--- config.mk ---
export PLATFORM = sky130hd
export DESIGN_NAME = mvu_top
export DESIGN_NICKNAME = d
export VERILOG_FILES = /design/src/mvu_pkg.sv /design/src/mvu_cfg_if.sv /design/src/mvu_cfg_buf.sv /design/src/mvu_job_ctrl.sv /design/src/mvu_addr_gen.sv /design/src/mvu_acc_timing.sv /design/src/mvu_out_ctrl.sv /design/src/mvu_top.sv
export VERILOG_INCLUDE_DIRS = /design/src /design/src/src
export SDC_FILE = /design/constraint.sdc
export NUM_CORES = 1
export LEC_CHECK = 0
export BUFFER_PORTS_ARGS = -buffer_cell sky130_fd_sc_hd__buf_2
export CORE_ASPECT_RATIO = 1.2
export CORE_MARGIN = 2
export CORE_UTILIZATION = 52
export CTS_CLUSTER_DIAMETER = 100
export DETAILED_ROUTE_END_ITERATION = 6
export PLACE_DENSITY_LB_ADDON = 0.2
export REMOVE_ABC_BUFFERS = 1
export SYNTH_ARGS = -nofsm -noshare
export SYNTH_HDL_FRONTEND = slang
export SYNTH_SLANG_ARGS = --single-unit
--- constraint.sdc ---
create_clock -name intf -period 14.65 [get_ports intf]
set_input_delay 0.7325 -clock intf [delete_from_list [all_inputs] [get_ports intf]]
set_output_delay 0.7325 -clock intf [all_outputs]
set_load 0.01 [all_outputs]
--- src/mvu_params.svh ---
`ifndef MVU_PARAMS_SVH
`define MVU_PARAMS_SVH

// Bank address width, shared by the data and weight banks
`define MVU_BADDR               10

// Dimension length field, holds length minus one
`define MVU_BLEN                8

// Job length counter
`define MVU_BCNT                16

// Output precision field, holds bits minus one
`define MVU_BPREC               4

`define MVU_NJUMPS              3

// VVP pipeline stages (2) + memory read latency (1) + 1
`define MVU_PIPE_DELAY          4

// Scaler latency (2) + max pool stages (1)
`define MVU_POST_DELAY          3

// Accumulator done on j1 unless the job says otherwise
`define MVU_LOAD_SEL_DEFAULT    3'b010

`endif

--- src/mvu_pkg.sv ---
`default_nettype none
`include "mvu_params.svh"

package mvu_pkg;

    // Strides share this type and wrap modulo the bank size
    typedef logic [`MVU_BADDR-1:0]  addr_t;

    typedef logic [`MVU_BLEN-1:0]   len_t;      // Dimension length minus one
    typedef logic [`MVU_BCNT-1:0]   cnt_t;      // Job length in cycles
    typedef logic [`MVU_BPREC-1:0]  prec_t;     // Output precision minus one
    typedef logic [`MVU_NJUMPS-1:0] jump_sel_t; // One-hot jump select

    // Job controller
    typedef enum logic [1:0] {
        IDLE,
        RUN,
        DONE
    } ctrl_state_t;

endpackage

`default_nettype wire

--- src/mvu_cfg_if.sv ---
`timescale 1ns/100ps
`default_nettype none

interface mvu_cfg_if;

    logic               start_q;    // Start, aligned with the captured fields
    mvu_pkg::cnt_t      countdown;
    mvu_pkg::addr_t     ibase;
    mvu_pkg::addr_t     istride0;
    mvu_pkg::addr_t     istride1;
    mvu_pkg::len_t      ilen0;
    mvu_pkg::len_t      ilen1;
    mvu_pkg::addr_t     wbase;
    mvu_pkg::addr_t     wstride0;
    mvu_pkg::addr_t     wstride1;
    mvu_pkg::len_t      wlen0;
    mvu_pkg::len_t      wlen1;
    mvu_pkg::addr_t     obase;
    mvu_pkg::prec_t     oprec;
    mvu_pkg::jump_sel_t load_sel;   // Jump that marks accumulation done

    // Parameter buffer side
    modport pbuf (output start_q, countdown, ibase, istride0, istride1, ilen0, ilen1,
                  wbase, wstride0, wstride1, wlen0, wlen1, obase, oprec, load_sel);

    modport ctrl (input start_q, countdown);
    modport agu  (input start_q, ibase, istride0, istride1, ilen0, ilen1,
                  wbase, wstride0, wstride1, wlen0, wlen1);
    modport acc  (input start_q, load_sel);
    modport out  (input start_q, obase, oprec);

endinterface

`default_nettype wire

--- src/mvu_cfg_buf.sv ---
`timescale 1ns/100ps
`default_nettype none
`include "mvu_params.svh"

module mvu_cfg_buf (
    input  logic               intf,
    input  logic               arst_n,
    input  logic               start,
    input  logic               busy,
    input  mvu_pkg::cnt_t      countdown,
    input  mvu_pkg::addr_t     ibase,
    input  mvu_pkg::addr_t     istride0,
    input  mvu_pkg::addr_t     istride1,
    input  mvu_pkg::len_t      ilen0,
    input  mvu_pkg::len_t      ilen1,
    input  mvu_pkg::addr_t     wbase,
    input  mvu_pkg::addr_t     wstride0,
    input  mvu_pkg::addr_t     wstride1,
    input  mvu_pkg::len_t      wlen0,
    input  mvu_pkg::len_t      wlen1,
    input  mvu_pkg::addr_t     obase,
    input  mvu_pkg::prec_t     oprec,
    input  mvu_pkg::jump_sel_t load_sel,
    mvu_cfg_if.pbuf            cfg
);

    logic accept;

    // A pending start_q also counts as busy
    assign accept = start & ~busy & ~cfg.start_q;

    always_ff @(posedge intf or negedge arst_n) begin
        if (!arst_n) begin
            cfg.start_q  <= 1'b0;
            cfg.load_sel <= `MVU_LOAD_SEL_DEFAULT;
        end else begin
            cfg.start_q <= accept;      // One cycle behind, lines up with the fields
            if (accept) begin
                cfg.load_sel <= load_sel;
            end
        end
    end

    always_ff @(posedge intf) begin
        if (accept) begin
            cfg.countdown <= countdown;
            cfg.ibase     <= ibase;
            cfg.istride0  <= istride0;
            cfg.istride1  <= istride1;
            cfg.ilen0     <= ilen0;
            cfg.ilen1     <= ilen1;
            cfg.wbase     <= wbase;
            cfg.wstride0  <= wstride0;
            cfg.wstride1  <= wstride1;
            cfg.wlen0     <= wlen0;
            cfg.wlen1     <= wlen1;
            cfg.obase     <= obase;
            cfg.oprec     <= oprec;
        end
    end

    // The controller must be idle whenever a job is handed over
    a_start_idle: assert property (@(posedge intf) disable iff (!arst_n)
        cfg.start_q |-> !busy)
        else $error("start_q while the job controller is busy");

endmodule

`default_nettype wire

--- src/mvu_job_ctrl.sv ---
`timescale 1ns/100ps
`default_nettype none

module mvu_job_ctrl (
    input  logic    intf,
    input  logic    arst_n,
    mvu_cfg_if.ctrl cfg,
    output logic    busy,
    output logic    run,
    output logic    done,
    output logic    irq
);

    mvu_pkg::ctrl_state_t state;
    mvu_pkg::cnt_t        cnt;          // Run cycles left after this one
    mvu_pkg::cnt_t        run_len;      // Run cycles so far in this job

    always_ff @(posedge intf or negedge arst_n) begin
        if (!arst_n) begin
            state <= mvu_pkg::IDLE;
            cnt   <= '0;
            irq   <= 1'b0;
        end else begin
            case (state)
                mvu_pkg::IDLE: begin
                    if (cfg.start_q) begin
                        state <= mvu_pkg::RUN;
                        cnt   <= cfg.countdown - 1'b1;
                        irq   <= 1'b0;  // Acknowledge the previous job
                    end
                end
                mvu_pkg::RUN: begin
                    if (cnt == '0) begin
                        state <= mvu_pkg::DONE;
                        irq   <= 1'b1;
                    end else begin
                        cnt <= cnt - 1'b1;
                    end
                end
                default: state <= mvu_pkg::IDLE;   // DONE lasts one cycle
            endcase
        end
    end

    assign busy = (state != mvu_pkg::IDLE);
    assign run  = (state == mvu_pkg::RUN);
    assign done = (state == mvu_pkg::DONE);

    always_ff @(posedge intf or negedge arst_n) begin
        if (!arst_n) begin
            run_len <= '0;
        end else if (run) begin
            run_len <= run_len + 1'b1;
        end else begin
            run_len <= '0;
        end
    end

    a_run_len: assert property (@(posedge intf) disable iff (!arst_n)
        run |-> (run_len < cfg.countdown))
        else $error("run held longer than countdown");

endmodule

`default_nettype wire

--- src/mvu_addr_gen.sv ---
`timescale 1ns/100ps
`default_nettype none

module mvu_addr_gen (
    input  logic           intf,
    input  logic           arst_n,
    mvu_cfg_if.agu         cfg,
    input  logic           run,
    output mvu_pkg::addr_t iaddr,
    output mvu_pkg::addr_t waddr,
    output logic           on_j0,
    output logic           on_j1,
    output logic           on_j2
);

    // Channel 0 walks the input bank, channel 1 the weight bank
    mvu_pkg::addr_t base    [2];
    mvu_pkg::addr_t stride0 [2];
    mvu_pkg::addr_t stride1 [2];
    mvu_pkg::len_t  len0    [2];
    mvu_pkg::len_t  len1    [2];
    mvu_pkg::addr_t addr    [2];
    mvu_pkg::len_t  idx0    [2];
    mvu_pkg::len_t  idx1    [2];
    logic [2:0]     jump    [2];    // One-hot step kind: {wrap, dim 1, dim 0}

    assign base[0]    = cfg.ibase;
    assign stride0[0] = cfg.istride0;
    assign stride1[0] = cfg.istride1;
    assign len0[0]    = cfg.ilen0;
    assign len1[0]    = cfg.ilen1;

    assign base[1]    = cfg.wbase;
    assign stride0[1] = cfg.wstride0;
    assign stride1[1] = cfg.wstride1;
    assign len0[1]    = cfg.wlen0;
    assign len1[1]    = cfg.wlen1;

    for (genvar c = 0; c < 2; c++) begin : g_chan
        logic last0;
        logic last1;

        assign last0   = (idx0[c] == len0[c]);
        assign last1   = (idx1[c] == len1[c]);
        assign jump[c] = {3{run}} & {last0 & last1, last0 & ~last1, ~last0};

        always_ff @(posedge intf or negedge arst_n) begin
            if (!arst_n) begin
                addr[c] <= '0;
                idx0[c] <= '0;
                idx1[c] <= '0;
            end else if (cfg.start_q) begin
                addr[c] <= base[c];     // Holds the base in the first run cycle
                idx0[c] <= '0;
                idx1[c] <= '0;
            end else if (jump[c][0]) begin
                addr[c] <= addr[c] + stride0[c];
                idx0[c] <= idx0[c] + 1'b1;
            end else if (jump[c][1]) begin
                addr[c] <= addr[c] + stride1[c];
                idx0[c] <= '0;
                idx1[c] <= idx1[c] + 1'b1;
            end else if (jump[c][2]) begin
                addr[c] <= base[c];     // Both dimensions done, start over
                idx0[c] <= '0;
                idx1[c] <= '0;
            end
        end
    end

    assign iaddr = addr[0];
    assign waddr = addr[1];

    // Jump pulses come from the weight walk only
    assign on_j0 = jump[1][0];
    assign on_j1 = jump[1][1];
    assign on_j2 = jump[1][2];

endmodule

`default_nettype wire

--- src/mvu_acc_timing.sv ---
`timescale 1ns/100ps
`default_nettype none
`include "mvu_params.svh"

module mvu_acc_timing (
    input  logic   intf,
    input  logic   arst_n,
    mvu_cfg_if.acc cfg,
    input  logic   run,
    input  logic   on_j0,
    input  logic   on_j1,
    input  logic   on_j2,
    output logic   shacc_load,
    output logic   shacc_acc,
    output logic   quant_start
);

    localparam int PD = `MVU_PIPE_DELAY;
    localparam int QD = `MVU_POST_DELAY;

    logic                   trigger;        // Accumulation done on the selected jump
    logic [PD-1:0][2:0]     pipe_sr;        // {trigger, run, start_q} per stage
    logic [QD-1:0]          post_sr;        // Trigger through scaler and max pool

    always_comb begin
        trigger = 1'b0;
        if (run) begin
            case (cfg.load_sel)
                3'b001:  trigger = on_j0;
                3'b010:  trigger = on_j1;
                3'b100:  trigger = on_j2;
                default: trigger = 1'b0;    // Not one-hot
            endcase
        end
    end

    always_ff @(posedge intf or negedge arst_n) begin
        if (!arst_n) begin
            pipe_sr <= '0;
            post_sr <= '0;
        end else begin
            pipe_sr <= {pipe_sr[PD-2:0], {trigger, run, cfg.start_q}};
            post_sr <= {post_sr[QD-2:0], pipe_sr[PD-1][2]};
        end
    end

    // Load at job start and at every accumulation done
    assign shacc_load  = pipe_sr[PD-1][2] | pipe_sr[PD-1][0];
    assign shacc_acc   = pipe_sr[PD-1][1];
    assign quant_start = post_sr[QD-1];

endmodule

`default_nettype wire

--- src/mvu_out_ctrl.sv ---
`timescale 1ns/100ps
`default_nettype none
`include "mvu_params.svh"

module mvu_out_ctrl (
    input  logic           intf,
    input  logic           arst_n,
    mvu_cfg_if.out         cfg,
    input  logic           quant_start,
    output logic           out_step,
    output mvu_pkg::addr_t out_addr
);

    // Same retiming as the first result reaching the quantizer
    localparam int LOAD_DELAY = `MVU_PIPE_DELAY + `MVU_POST_DELAY + 1;

    logic [LOAD_DELAY-1:0] load_sr;
    logic                  out_load;    // Load obase into the output address
    mvu_pkg::prec_t        bit_cnt;     // Output bit in the current burst

    assign out_load = load_sr[LOAD_DELAY-1];

    always_ff @(posedge intf or negedge arst_n) begin
        if (!arst_n) begin
            load_sr  <= '0;
            out_step <= 1'b0;
            bit_cnt  <= '0;
        end else begin
            load_sr <= {load_sr[LOAD_DELAY-2:0], cfg.start_q};
            if (out_step) begin
                if (bit_cnt == cfg.oprec) begin
                    out_step <= 1'b0;   // Last bit of the burst
                end
                bit_cnt <= bit_cnt + 1'b1;
            end else if (quant_start) begin
                out_step <= 1'b1;
                bit_cnt  <= '0;
            end
        end
    end

    // One write per output bit
    always_ff @(posedge intf or negedge arst_n) begin
        if (!arst_n) begin
            out_addr <= '0;
        end else if (out_load) begin
            out_addr <= cfg.obase;
        end else if (out_step) begin
            out_addr <= out_addr + 1'b1;
        end
    end

    // Jump selection must leave room for a full burst
    a_no_overlap: assert property (@(posedge intf) disable iff (!arst_n)
        quant_start |-> !out_step)
        else $error("quant_start during an output burst");

endmodule

`default_nettype wire

--- src/mvu_top.sv ---
`timescale 1ns/100ps
`default_nettype none

module mvu_top (
    input  logic               intf,
    input  logic               arst_n,
    input  logic               start,
    input  mvu_pkg::cnt_t      countdown,
    input  mvu_pkg::addr_t     ibase,
    input  mvu_pkg::addr_t     istride0,
    input  mvu_pkg::addr_t     istride1,
    input  mvu_pkg::len_t      ilen0,
    input  mvu_pkg::len_t      ilen1,
    input  mvu_pkg::addr_t     wbase,
    input  mvu_pkg::addr_t     wstride0,
    input  mvu_pkg::addr_t     wstride1,
    input  mvu_pkg::len_t      wlen0,
    input  mvu_pkg::len_t      wlen1,
    input  mvu_pkg::addr_t     obase,
    input  mvu_pkg::prec_t     oprec,
    input  mvu_pkg::jump_sel_t load_sel,
    output logic               run,
    output logic               done,
    output logic               irq,
    output mvu_pkg::addr_t     iaddr,
    output mvu_pkg::addr_t     waddr,
    output logic               shacc_load,
    output logic               shacc_acc,
    output logic               out_step,
    output mvu_pkg::addr_t     out_addr
);

    logic busy;         // Job in RUN or DONE
    logic on_j0;
    logic on_j1;
    logic on_j2;
    logic quant_start;

    mvu_cfg_if cfg_if ();

    mvu_cfg_buf u_cfg_buf (
        .intf      (intf),
        .arst_n    (arst_n),
        .start     (start),
        .busy      (busy),
        .countdown (countdown),
        .ibase     (ibase),
        .istride0  (istride0),
        .istride1  (istride1),
        .ilen0     (ilen0),
        .ilen1     (ilen1),
        .wbase     (wbase),
        .wstride0  (wstride0),
        .wstride1  (wstride1),
        .wlen0     (wlen0),
        .wlen1     (wlen1),
        .obase     (obase),
        .oprec     (oprec),
        .load_sel  (load_sel),
        .cfg       (cfg_if.pbuf)
    );

    mvu_job_ctrl u_job_ctrl (
        .intf   (intf),
        .arst_n (arst_n),
        .cfg    (cfg_if.ctrl),
        .busy   (busy),
        .run    (run),
        .done   (done),
        .irq    (irq)
    );

    mvu_addr_gen u_addr_gen (
        .intf   (intf),
        .arst_n (arst_n),
        .cfg    (cfg_if.agu),
        .run    (run),
        .iaddr  (iaddr),
        .waddr  (waddr),
        .on_j0  (on_j0),
        .on_j1  (on_j1),
        .on_j2  (on_j2)
    );

    mvu_acc_timing u_acc_timing (
        .intf        (intf),
        .arst_n      (arst_n),
        .cfg         (cfg_if.acc),
        .run         (run),
        .on_j0       (on_j0),
        .on_j1       (on_j1),
        .on_j2       (on_j2),
        .shacc_load  (shacc_load),
        .shacc_acc   (shacc_acc),
        .quant_start (quant_start)
    );

    mvu_out_ctrl u_out_ctrl (
        .intf        (intf),
        .arst_n      (arst_n),
        .cfg         (cfg_if.out),
        .quant_start (quant_start),
        .out_step    (out_step),
        .out_addr    (out_addr)
    );

endmodule

`default_nettype wire

## Word-level counts from Yosys, hierarchy flattened

Index checks and enable logic that the tools add are counted.

| storage, ports and cells | value |
|---|---|
| bits in registers | 235 |
| bits of input ports | 128 |
| output and inout bits | 36 |
| word-level logic and storage cells | 130 |

| cells by class | value |
|---|---|
| equal/unequal tests | 15 |
| bitwise gates (word level) | 15 |
| mux-type cells | 40 |
| $add $sub $neg | 12 |
| reduce and logical (&&, ||, !) cells | 15 |

Operators by type and width:

| kind | count |
|---|---|
| two-way mux 8 bit | 14 |
| two-way mux 10 bit | 10 |
| adder 10 bit | 4 |
| adder 8 x 1 -> 8 bit (second input constant) | 4 |
| equality test 8 bit | 4 |
| two-way mux 16 bit | 2 |
| one-hot mux 16 bit (2 select lines) | 1 |
| subtractor 16 x 1 -> 16 bit (second input constant) | 2 |
| logical NOT 16 bit | 1 |
| adder 10 x 1 -> 10 bit (second input constant) | 1 |
| inequality test 2 bit (second input constant) | 5 |
| two-way mux 4 bit | 2 |
| nonzero test 2 bit | 4 |
| nonzero test 4 bit | 2 |
| AND 1 bit | 6 |
| AND 3 bit | 2 |
| two-way mux 1 bit | 6 |
| inverter 1 bit | 6 |
| AND reduction 2 bit | 3 |
| AND reduction 3 bit | 2 |
| nonzero test 3 bit | 2 |
| adder 4 x 1 -> 4 bit (second input constant) | 1 |
| equality test 4 bit | 1 |
| two-way mux 2 bit | 2 |
| 10 further kinds | 10 |

## Logic depth before layout (Yosys ltp)

Gate-level depths: netlist (run 1).

| logic depth | value |
|---|---|
| depth in word-level cells | 8 |
| gate-level depth with buffers | 11 |
| depth with buffers taken out | 9 |

## By module

Synthesis (run 1) repeated with hierarchy kept, for this count alone.

| unflattened totals | value |
|---|---|
| cell total of the unflattened synthesis | 988 |
| area, all modules | 11528.6 um^2 |

By module, submodules not included:

| module | area each (um^2) | instances | cells each | sequential area each (um^2) |
|---|---|---|---|---|
| mvu_addr_gen | 4653.2 | 1 | 541 | 1301.2 |
| mvu_cfg_buf | 3817.4 | 1 | 130 | 3764.9 |
| mvu_job_ctrl | 1614.0 | 1 | 205 | 475.5 |
| mvu_out_ctrl | 1018.5 | 1 | 92 | 575.6 |
| mvu_acc_timing | 425.4 | 1 | 20 | 375.4 |

## Least setup slack after synthesis (run 1)

Ideal clock, no wire load.

| timing | value |
|---|---|
| kind | input-to-reg |
| start | in start |
| end | reg u_cfg_buf.cfg.load_sel[1] (netlist name) |
| required time | 14529 ps |
| library setup time | 121 ps |
| arrival | 14990 ps |
| cell stages on the path | 2 |
| buffers on the path | 0 |
| slack | -461 ps |
| cell sequence | nor4b_1 > mux2_2 |

| between the ends | value |
|---|---|
| cells in the longest elaborated chain, start to end | 2 |

RTL lines:

| element | RTL line | text |
|---|---|---|
| from (decl) | mvu_top.sv:7 | `input logic start,` |
| AND 1 bit (2 in a row) | mvu_cfg_buf.sv:30 | `assign accept = start & ~busy & ~cfg.start_q;` |
| to (decl) | mvu_cfg_if.sv:24 | `wbase, wstride0, wstride1, wlen0, wlen1, obase, oprec, load_sel);` |

No other way between the ends.
A chain may end at the register's enable or synchronous reset.

## Worst setup path in the final report (run 1)

| timing | value |
|---|---|
| start | reg u_job_ctrl.state[1] |
| end | out run |

| between the ends | value |
|---|---|
| cells in the longest elaborated chain, start to end | 1 |

RTL lines:

| element | RTL line | text |
|---|---|---|
| from (decl) | mvu_job_ctrl.sv:14 | `mvu_pkg::ctrl_state_t state;` |
| from (signal assigned) | mvu_job_ctrl.sv:20 | `state <= mvu_pkg::IDLE;` |
| from (signal assigned) | mvu_job_ctrl.sv:27 | `state <= mvu_pkg::RUN;` |
| from (signal assigned) | mvu_job_ctrl.sv:34 | `state <= mvu_pkg::DONE;` |
| equality test 2 x 1 -> 1 bit | mvu_job_ctrl.sv:46 | `assign run = (state == mvu_pkg::RUN);` |
| to (decl) | mvu_top.sv:22 | `output logic run,` |

No other way between the ends.

==> results.ini, run 1 <==
[status]
status = complete, no violations

[placed_design]
dp_hpwl_um = 16900
port_buffers = 163
gp_congestion = 0.821
pre_cts_slack_ns = 11.50

[yosys]
syn_avg_cell_area_sq_um = 11.5
synth_area_leader_cell = edfxtp_1
synth_edf_count = 122
synth.area.mux_share = 0.0245
synth_area_leaders = edfxtp_1 (33%), dfrtp_1 (24%), ha_1 (4.8%), o21ai_0 (4.6%), xnor2_1 (4.4%)
synthFlopType = edfxtp_1
ys_seq_elements = 231
synth_area_sq_um = 11200
synth_cell_types = 70
synth_top_family_by_area = compound AO/OA/AOI/OAI gates
yosys_warnings = 0
synthSimpleGateAreaFrac = 0.123
async_flop_share = 0.472
synthCells = 973
synthXorXnorAreaFrac = 0.0672
synth_fa_ha_area_frac = 0.0552
synth_top_area_frac = 0.327
ys_seq_area_frac = 0.570
synth_compound_area_frac = 0.143

[clock_network]
clk_pin_slew_worst_paths_ns = 0.06
clock_path_buffers = 3
cts_htree_levels = 1
hold_buffers = 0
cts_tree = yes
clk_latency_ns = 0.52
cts_setup_buffers = 0
root_buffer = clkbuf_16
cts_inserted_buffers = 24
cts_sinks = 231
cts_resized = 0

[worst_setup_path]
crit_path_cell_trace = nand2b_2 -> buf_4 -> inv_2 -> buf_4 -> buf_2
cp_top_family = buffers and inverters
critical_path_class = flip-flop to primary output
cp_max_fo = 47
slowest_stage = buf_4
critPathArrivalTime_ns = 2.47
worst_path_largest_cell_delay_ns = 0.47
worstSetupEndpointType = primary output
startpoint_type = flip-flop
crit_path_frequent_cell = buf_4
critical_path_required_ns = 13.92
worst-path-buf-inv = 4

[floorplanning]
die_w_um = 138
rows = 58
die_area_sq_um = 22700
core-area_sq_um = 21000
num_io_pins = 164
start_util = 0.532
die_h_um = 165

[grt]
grt_pass1_vias = 8005
grt_use_met2 = 0.365
grt.total_usage = 0.214
grt_max_degree = 76
antenna_found_initial = 0
grt_overflow = 0
grt.met1_usage = 0.291
top_usage_layer = met2
grt_pass1_wl_um = 39700
grtUsageMet3 = 0.0333

[pwr]
p_clk_frac = 0.236
p_leak_uw = 0.00531
p_per_area_nw_per_um2 = 196
combPwrFrac = 0.366
power_frac_seq = 0.398
p_switching_uw = 932
max-vdd-ir-drop_mv = 0.127
p_int_uw = 1630
fin_total_pwr_uw = 2560
switching_share = 0.364

[detailed_routing]
drc_errors = 0
first_pass_iters = 6
first_iter_violations = 519
ant_nets = 0
vias_per_cell = 5.72
finalWirelength_um = 24500
wire_per_inst_um = 17.2
num_vias = 8135

[timing]
worst_pin_slew_ns = 1.10
slew_headroom = 0.267
fin_worst_skew_ns = 0.0122
maxSlewViolCount = 0
fin_tns_setup_ns = 0
rsz0062_at_grt = false
setup_viol = 0
layout_min_cycle_time_ns = 3.21
hold_violations = 0
fin_ws_ns = 11.44
fin_crit_sh = 0.219
fmax_mhz = 312

[finish]
fin_nets = 1310
area_growth_pct = 16.6
diodes = 0
final_layout_size_suffix_gt1_frac = 0.197
final_cell_mix = buf_2 (162), edfxtp_1 (122), dfrtp_1 (107)
final_common_cell = buf_2

[run]
max-cap-violations = 0

[worst_hold_path]
min_path_type = input pin to async pin

stage by stage:
stage	hold slack, ns	std cells	instance area, sq um	utilization
4_1_cts	0.298	1423	13100	0.621
3_5_place_dp	0.335	1379	12300	0.584
6_report	0.271	1423	13100	0.621
5_1_grt	0.334	1423	13100	0.621
2_1_floorplan	0.331	939	11100	-
3_3_place_gp	0.332	1379	12300	0.584
synthesized netlist by cell type (10+ instances only):
| cell type | count |
|---|---|
| a21o_1 | 11 |
| a21oi_1 | 57 |
| a31oi_1 | 11 |
| and3_1 | 20 |
| clkbuf_1 | 25 |
| dfrtp_1 | 108 |
| edfxtp_1 | 122 |
| ha_1 | 43 |
| inv_1 | 11 |
| mux2i_1 | 24 |
| nand2_1 | 75 |
| nand2b_1 | 10 |
| nand3_1 | 20 |
| nand4_1 | 16 |
| nor2_1 | 71 |
| nor3_1 | 14 |
| o211ai_1 | 11 |
| o21ai_0 | 102 |
| xnor2_1 | 56 |
| xor2_1 | 30 |
state kept, by name (all words and copies together), names as in the netlist, 4 cells and up:
signal                   flops
u_cfg_buf.cfg.ibase         10
u_job_ctrl.cnt              16
u_cfg_buf.cfg.istride1      10
u_cfg_buf.cfg.oprec          4
u_cfg_buf.cfg.istride0      10
u_cfg_buf.cfg.wlen0          8
u_cfg_buf.cfg.ilen1          8
u_cfg_buf.cfg.wstride1      10
u_addr_gen.idx1             16
u_cfg_buf.cfg.wstride0      10
u_addr_gen.waddr            10
u_addr_gen.iaddr            10
u_addr_gen.idx0             16
u_out_ctrl.load_sr           8
u_out_ctrl.bit_cnt           4
u_cfg_buf.cfg.obase         10
u_acc_timing.pipe_sr         7
u_cfg_buf.cfg.wlen1          8
u_cfg_buf.cfg.wbase         10
u_cfg_buf.cfg.ilen0          8
u_cfg_buf.cfg.countdown     16
u_out_ctrl.out_addr         10
kinds of logic after synthesis:
| logic type | Yosys count |
|---|---|
| fa+ha+maj | 47 |
| flops | 231 |
| mux | 27 |
| xor+xnor | 86 |
| compound gates | 261 |
| simple gates | 275 |
| buf+inv | 46 |
final cells by class:
cell class	instances	area (sq um)
fillers	1771	7980
clock inverters	13	121
inverters	12	45.0
flip-flops and latches	231	6390
repair buffers	170	871
multi-input cells	696	4640
clock buffers	31	658
well taps	270	338
worst reg2reg max path: cells and delay by family, from the launching register on:
kind | cells | cell delay [ns]
flip-flops | 1 | 0.44
AO/OA/AOI/OAI | 4 | 1.22
buffers and inverters | 3 | 1.06
AND/OR/NAND/NOR | 2 | 0.42
per-layer routing:
| metal | part of all wire | vias up |
|---|---|---|
| met1 | 0.44 | 3927 |
| met5 | 0 | - |
| met2 | 0.49 | 230 |
| met3 | 0.061 | 39 |
| met4 | 0.017 | 0 |
| li1 | - | 3939 |
worst paths after layout:
path	from	to	slack, ns	cells past startpoint
min in group intf	u_out_ctrl.load_sr[4]	u_out_ctrl.load_sr[5]	0.34	0
max in group asynchronous	arst_n	u_cfg_buf.cfg.start_q	13.15	2
setup / recovery	u_job_ctrl.state[1]	run	11.44	5
hold reg to reg	u_out_ctrl.load_sr[4]	u_out_ctrl.load_sr[5]	0.34	0
setup reg to reg	u_job_ctrl.state[1]	u_addr_gen.iaddr[1]	11.47	9
hold / removal	arst_n	u_out_ctrl.bit_cnt[3]	0.27	1
power groups by stage:
stage	Combinational, uW	Clock [uW]	Sequential [uW]
2_1_floorplan	685	0	1020
3_3_place_gp	910	0	1030
3_5_place_dp	935	0	1030
4_1_cts	942	620	1020
5_1_grt	1060	643	1040
6_report	937	605	1020
Power figures use the tool's default switching activity.
==> run 2: changes to the inputs <==
==> constraint.sdc (replaced) <==
create_clock -name intf -period 2.95 [get_ports intf]
set_input_delay 0.1475 -clock intf [delete_from_list [all_inputs] [get_ports intf]]
set_output_delay 0.1475 -clock intf [all_outputs]
set_load 0.01 [all_outputs]
==> run 2 against run 1 <==
Routed wire length grew 12%. Largest power group unchanged. Global-route usage grew 2.4 points. Sequential share of layout area shrank 4.7 points. Cell count grew 9.7%. Total power grew to 5.1 times the previous value. Design area grew 11%. Flip-flop and latch count is the same. First-iteration DRC count grew 18%. Register-to-register slack lost 11 ns. Largest cell class unchanged. Via count grew 7.7%. Core utilization grew 6.6 points.
==> results.ini, run 2 (same netlist as run 1, synthesis figures left out) <==
[finish]
fin_nets = 1448
final_cell_mix = buf_2 (162), dlygate4sd3_1 (126), edfxtp_1 (122)
final_common_cell = buf_2
area_growth_pct = 29.0
diodes = 0
final_layout_size_suffix_gt1_frac = 0.187

[detailed_routing]
drc_errors = 0
finalWirelength_um = 27300
num_vias = 8759
first_pass_iters = 5
ant_nets = 0
vias_per_cell = 5.61
wire_per_inst_um = 17.5
first_iter_violations = 612

[floorplanning]
die_area_sq_um = 22700
rows = 58
start_util = 0.532
num_io_pins = 164
die_w_um = 138
die_h_um = 165
core-area_sq_um = 21000

[worst_setup_path]
crit_path_cell_trace = nand2b_2 -> inv_2 -> mux2i_1 -> ha_1 -> and4_4 -> nand4_1 -> or3b_1 -> a31oi_1 -> a21oi_1
worst_path_largest_cell_delay_ns = 0.43
critPathArrivalTime_ns = 2.95
startpoint_type = flip-flop
cp_max_fo = 7
slowest_stage = dfrtp_1
worstSetupEndpointType = flip-flop
critical_path_required_ns = 3.33
critical_path_class = flip-flop to flip-flop

[timing]
setup_viol = 0
holdWs_ns = 0.0839
fmax_mhz = 389
slew_headroom = 0.342
worst_pin_slew_ns = 0.977
layout_min_cycle_time_ns = 2.57
fin_worst_skew_ns = 0.0136
fin_ws_ns = 0.380
rsz0062_at_grt = false
maxSlewViolCount = 0
fin_crit_sh = 0.871
hold_violations = 0

[grt]
antenna_found_initial = 0
grt_pass1_wl_um = 44100
grt_pass1_vias = 8847
grt_overflow = 0
grt_max_degree = 112
grt.total_usage = 0.238

[pwr]
p_per_area_nw_per_um2 = 899
max-vdd-ir-drop_mv = 0.522
fin_total_pwr_uw = 13000
p_leak_uw = 0.00592

[clock_network]
cts_inserted_buffers = 24
cts_htree_levels = 1
clock_path_buffers = 3
cts_sinks = 231
cts_setup_buffers = 0
root_buffer = clkbuf_16
clk_pin_slew_worst_paths_ns = 0.06
clk_latency_ns = 0.53
cts_tree = yes

[placed_design]
port_buffers = 163
pre_cts_slack_ns = 0.419
dp_hpwl_um = 17100
gp_congestion = 0.864

[worst_hold_path]
min_path_type = input pin to async pin

[status]
status = complete, no violations

[run]
max-cap-violations = 0

run 2: changes by cell type in the layout (fill, tap and decap cells not counted), sizes merged:
cell         change
clkbuf           -4
buf             +12
dlygate4sd3    +126
inv              -1
clkinv           +6
clkinvlp         -1
run 2: layer usage:
metal	vias up	routed length [um]	track usage
met3	49	1370	0.0319
li1	4221	-	-
met1	4233	11800	0.306
met2	256	13600	0.427
met4	0	599	0.0659
met5	-	0	0
run 2: path summary, 6_finish.rpt:
path	from	endpoint	slack [ns]	cells past startpoint
min in group intf	start	u_cfg_buf.cfg.obase[7]	0.29	3
setup / recovery	u_job_ctrl.state[1]	u_job_ctrl.cnt[14]	0.38	9
max in group asynchronous	arst_n	u_addr_gen.idx0[2]	2.12	3
setup reg to reg	u_job_ctrl.state[1]	u_job_ctrl.cnt[14]	0.38	9
hold reg to reg	u_acc_timing.pipe_sr[4]	u_acc_timing.pipe_sr[7]	0.34	0
hold / removal	arst_n	u_out_ctrl.out_addr[3]	0.08	2
run 2: final cells by class:
class,count,area (sq um)
repair buffers,308,2260
multi-input cells,696,4640
clock buffers,27,632
inverters,12,45.0
clock inverters,17,156
flip-flops and latches,231,6390
fillers,1560,6590
well taps,270,338
run 2: worst max-delay path, delay by kind of cell (launching register included):
kind / cells / cell delay [ns]
AO/OA/AOI/OAI: 2 / 0.22
buffers and inverters: 1 / 0.15
AND/OR/NAND/NOR: 4 / 1.05
multiplexers: 1 / 0.30
adder cells (fa/ha/maj): 1 / 0.28
flip-flops: 1 / 0.43
run 2: per-stage QoR:
step	utilization	TNS (ns)	instances	area, sq um
after floorplan	-	-1488.89	939	11100
after global placement	0.590	0	1391	12400
after detailed placement	0.590	0	1391	12400
after CTS	0.687	0	1561	14500
after global routing	0.687	0	1561	14500
final	0.687	0	1561	14500
run 2: what timing repair did:
item,in CTS,in global routing
endpoints found under the hold margin,205,0
hold buffers,126,0
resized for setup,0,0
run 2: report_power, final:
part | internal [uW] | switching [uW]
Sequential | 4230 | 814
Clock | 1730 | 1290
Combinational | 2290 | 2660
Total | 8240 | 4770
==> run 3: changes to the inputs <==
--- a/config.mk
+++ b/config.mk
@@ -7,12 +7,11 @@
 export NUM_CORES = 1
 export LEC_CHECK = 0
 export BUFFER_PORTS_ARGS = -buffer_cell sky130_fd_sc_hd__buf_2
-export CORE_ASPECT_RATIO = 1.2
+export CORE_ASPECT_RATIO = 2
 export CORE_MARGIN = 2
 export CORE_UTILIZATION = 52
-export CTS_CLUSTER_DIAMETER = 100
 export DETAILED_ROUTE_END_ITERATION = 6
-export PLACE_DENSITY_LB_ADDON = 0.2
+export PLACE_DENSITY = 0.77
 export REMOVE_ABC_BUFFERS = 1
 export SYNTH_ARGS = -nofsm -noshare
 export SYNTH_HDL_FRONTEND = slang
==> run 3 against run 2 <==
Clock power is 3% lower. Maximum frequency is 2.7% lower. Global-route usage is 1.7 points higher. First-iteration DRC count is 3.3% lower. Via count is 1.2% higher. Total power is 0.43% higher. Register-to-register slack worse by 0.07 ns. Worst setup slack worse by 0.071 ns. Flip-flop and latch count stayed put.
==> results.ini, run 3 (same netlist as run 1, synthesis figures left out) <==
[status]
status = complete, no violations

[grt]
grt_use_met2 = 0.485
grt_pass1_wl_um = 45400
top_usage_layer = met2
grt_pass1_vias = 9149
grt_overflow = 0
antenna_found_initial = 0
grt.met1_usage = 0.266
grtUsageMet3 = 0.0354
grt_max_degree = 84
grt.total_usage = 0.255

[timing]
setup_viol = 0
layout_min_cycle_time_ns = 2.64
slew_headroom = 0.427
worst_pin_slew_ns = 0.856
rsz0062_at_grt = false
fmax_mhz = 379
fin_crit_sh = 0.895
maxSlewViolCount = 0
fin_worst_skew_ns = 0.0114
holdWs_ns = 0.235
hold_violations = 0

[finish]
fin_nets = 1446
fin_cells = 1560
final_cell_mix = buf_2 (162), dlygate4sd3_1 (126), edfxtp_1 (122)
final_layout_size_suffix_gt1_frac = 0.183
finalCoreUtilization = 0.674
final_common_cell = buf_2
diodes = 0
area_growth_pct = 28.6

[worst_setup_path]
critical_path_class = flip-flop to flip-flop
worst_path_largest_cell_delay_ns = 0.44
cp_max_fo = 25
slowest_stage = dfrtp_1
crit_path_cell_trace = nand2b_2 -> buf_4 -> mux2i_1 -> ha_1 -> and4_4 -> nand4_1 -> or3b_1 -> a31oi_1 -> a21oi_1
critical_path_required_ns = 3.32
worstSetupEndpointType = flip-flop
cp_top_family = simple AND/OR/NAND/NOR gates
critPathArrivalTime_ns = 3.01
startpoint_type = flip-flop
worst-path-buf-inv = 1

[floorplanning]
core-area_sq_um = 21400
die_w_um = 108
start_util = 0.524
num_io_pins = 164
die_h_um = 212
rows = 76
die_area_sq_um = 22800

[pwr]
power_frac_seq = 0.388
combPwrFrac = 0.390
p_per_area_nw_per_um2 = 906
max-vdd-ir-drop_mv = 0.755
p_switching_uw = 4840
p_int_uw = 8230
switching_share = 0.370
p_leak_uw = 0.00589
p_clk_frac = 0.223

[clock_network]
cts_tree = yes
cts_inserted_buffers = 22
cts_sinks = 231
root_buffer = clkbuf_16
cts_htree_levels = 1
clk_pin_slew_worst_paths_ns = 0.07
clock_path_buffers = 3
clk_latency_ns = 0.51
cts_resized = 0

[detailed_routing]
num_vias = 8868
drc_errors = 0
first_iter_violations = 592
finalWirelength_um = 29000
wire_per_inst_um = 18.6
ant_nets = 0
first_pass_iters = 5
vias_per_cell = 5.68

[placed_design]
dp_hpwl_um = 19200
dp_cells = 1394
gp_congestion = 0.922
port_buffers = 163

[worst_hold_path]
min_path_type = input pin to async pin

[run]
max-cap-violations = 0

## run 3: worst reg2reg max path, delay by kind of cell, from the launching register on
kind	cells	cell delay [ns]
compound gates	2	0.22
fa+ha+maj	1	0.26
buf+inv	1	0.29
flops	1	0.44
mux	1	0.27
simple gates	4	1.03
## run 3: path summary, 6_finish.rpt
kind,start,to,slack [ns],cells after the start
max in group asynchronous,arst_n,u_cfg_buf.cfg.load_sel[1],1.91,3
min in group intf,start,u_cfg_buf.cfg.start_q,0.28,3
hold / removal,arst_n,u_out_ctrl.out_step,0.24,2
setup / recovery,u_job_ctrl.state[1],u_job_ctrl.cnt[14],0.31,9
setup reg to reg,u_job_ctrl.state[1],u_job_ctrl.cnt[14],0.31,9
hold reg to reg,u_acc_timing.post_sr[0],u_acc_timing.post_sr[1],0.35,0
## run 3: cell type report
type	count	area, sq um
clock buffer	31	606
clock inverter	9	129
fill	1587	6990
inverter	12	45.0
multi-input combinational	696	4640
sequential	231	6390
tap	273	342
timing repair buffer	308	2260
## run 3: stage by stage
step	setup TNS, ns	instance area [sq um]	worst slack, ns	power (uW)
5_1_grt	0	14400	0.0800	13900
6_report	0	14400	0.309	13100
3_5_place_dp	0	12400	0.359	9980
3_3_place_gp	0	12400	0.436	9800
4_1_cts	0	14400	0.349	13000
2_1_floorplan	-1488.89	11100	-12.58	8350
## run 3: metal layers
metal / routed length, um / vias up
met5: 0 / -
met2: 16000 / 297
li1: - / 4198
met1: 10200 / 4288
met4: 1380 / 0
met3: 1360 / 85
## run 3: timing repair
item                      4_1_cts  5_1_grt
hold endpoints to repair      176        0
hold buffers                  126        0
setup buffers                   0        0
## run 3: power groups by stage
stage	clock network (uW)	registers, uW	logic (uW)
3_5_place_dp	0	5100	4880
6_report	2910	5060	5090
3_3_place_gp	0	5080	4730
5_1_grt	3080	5150	5650
2_1_floorplan	0	5010	3350
4_1_cts	2950	5040	5040
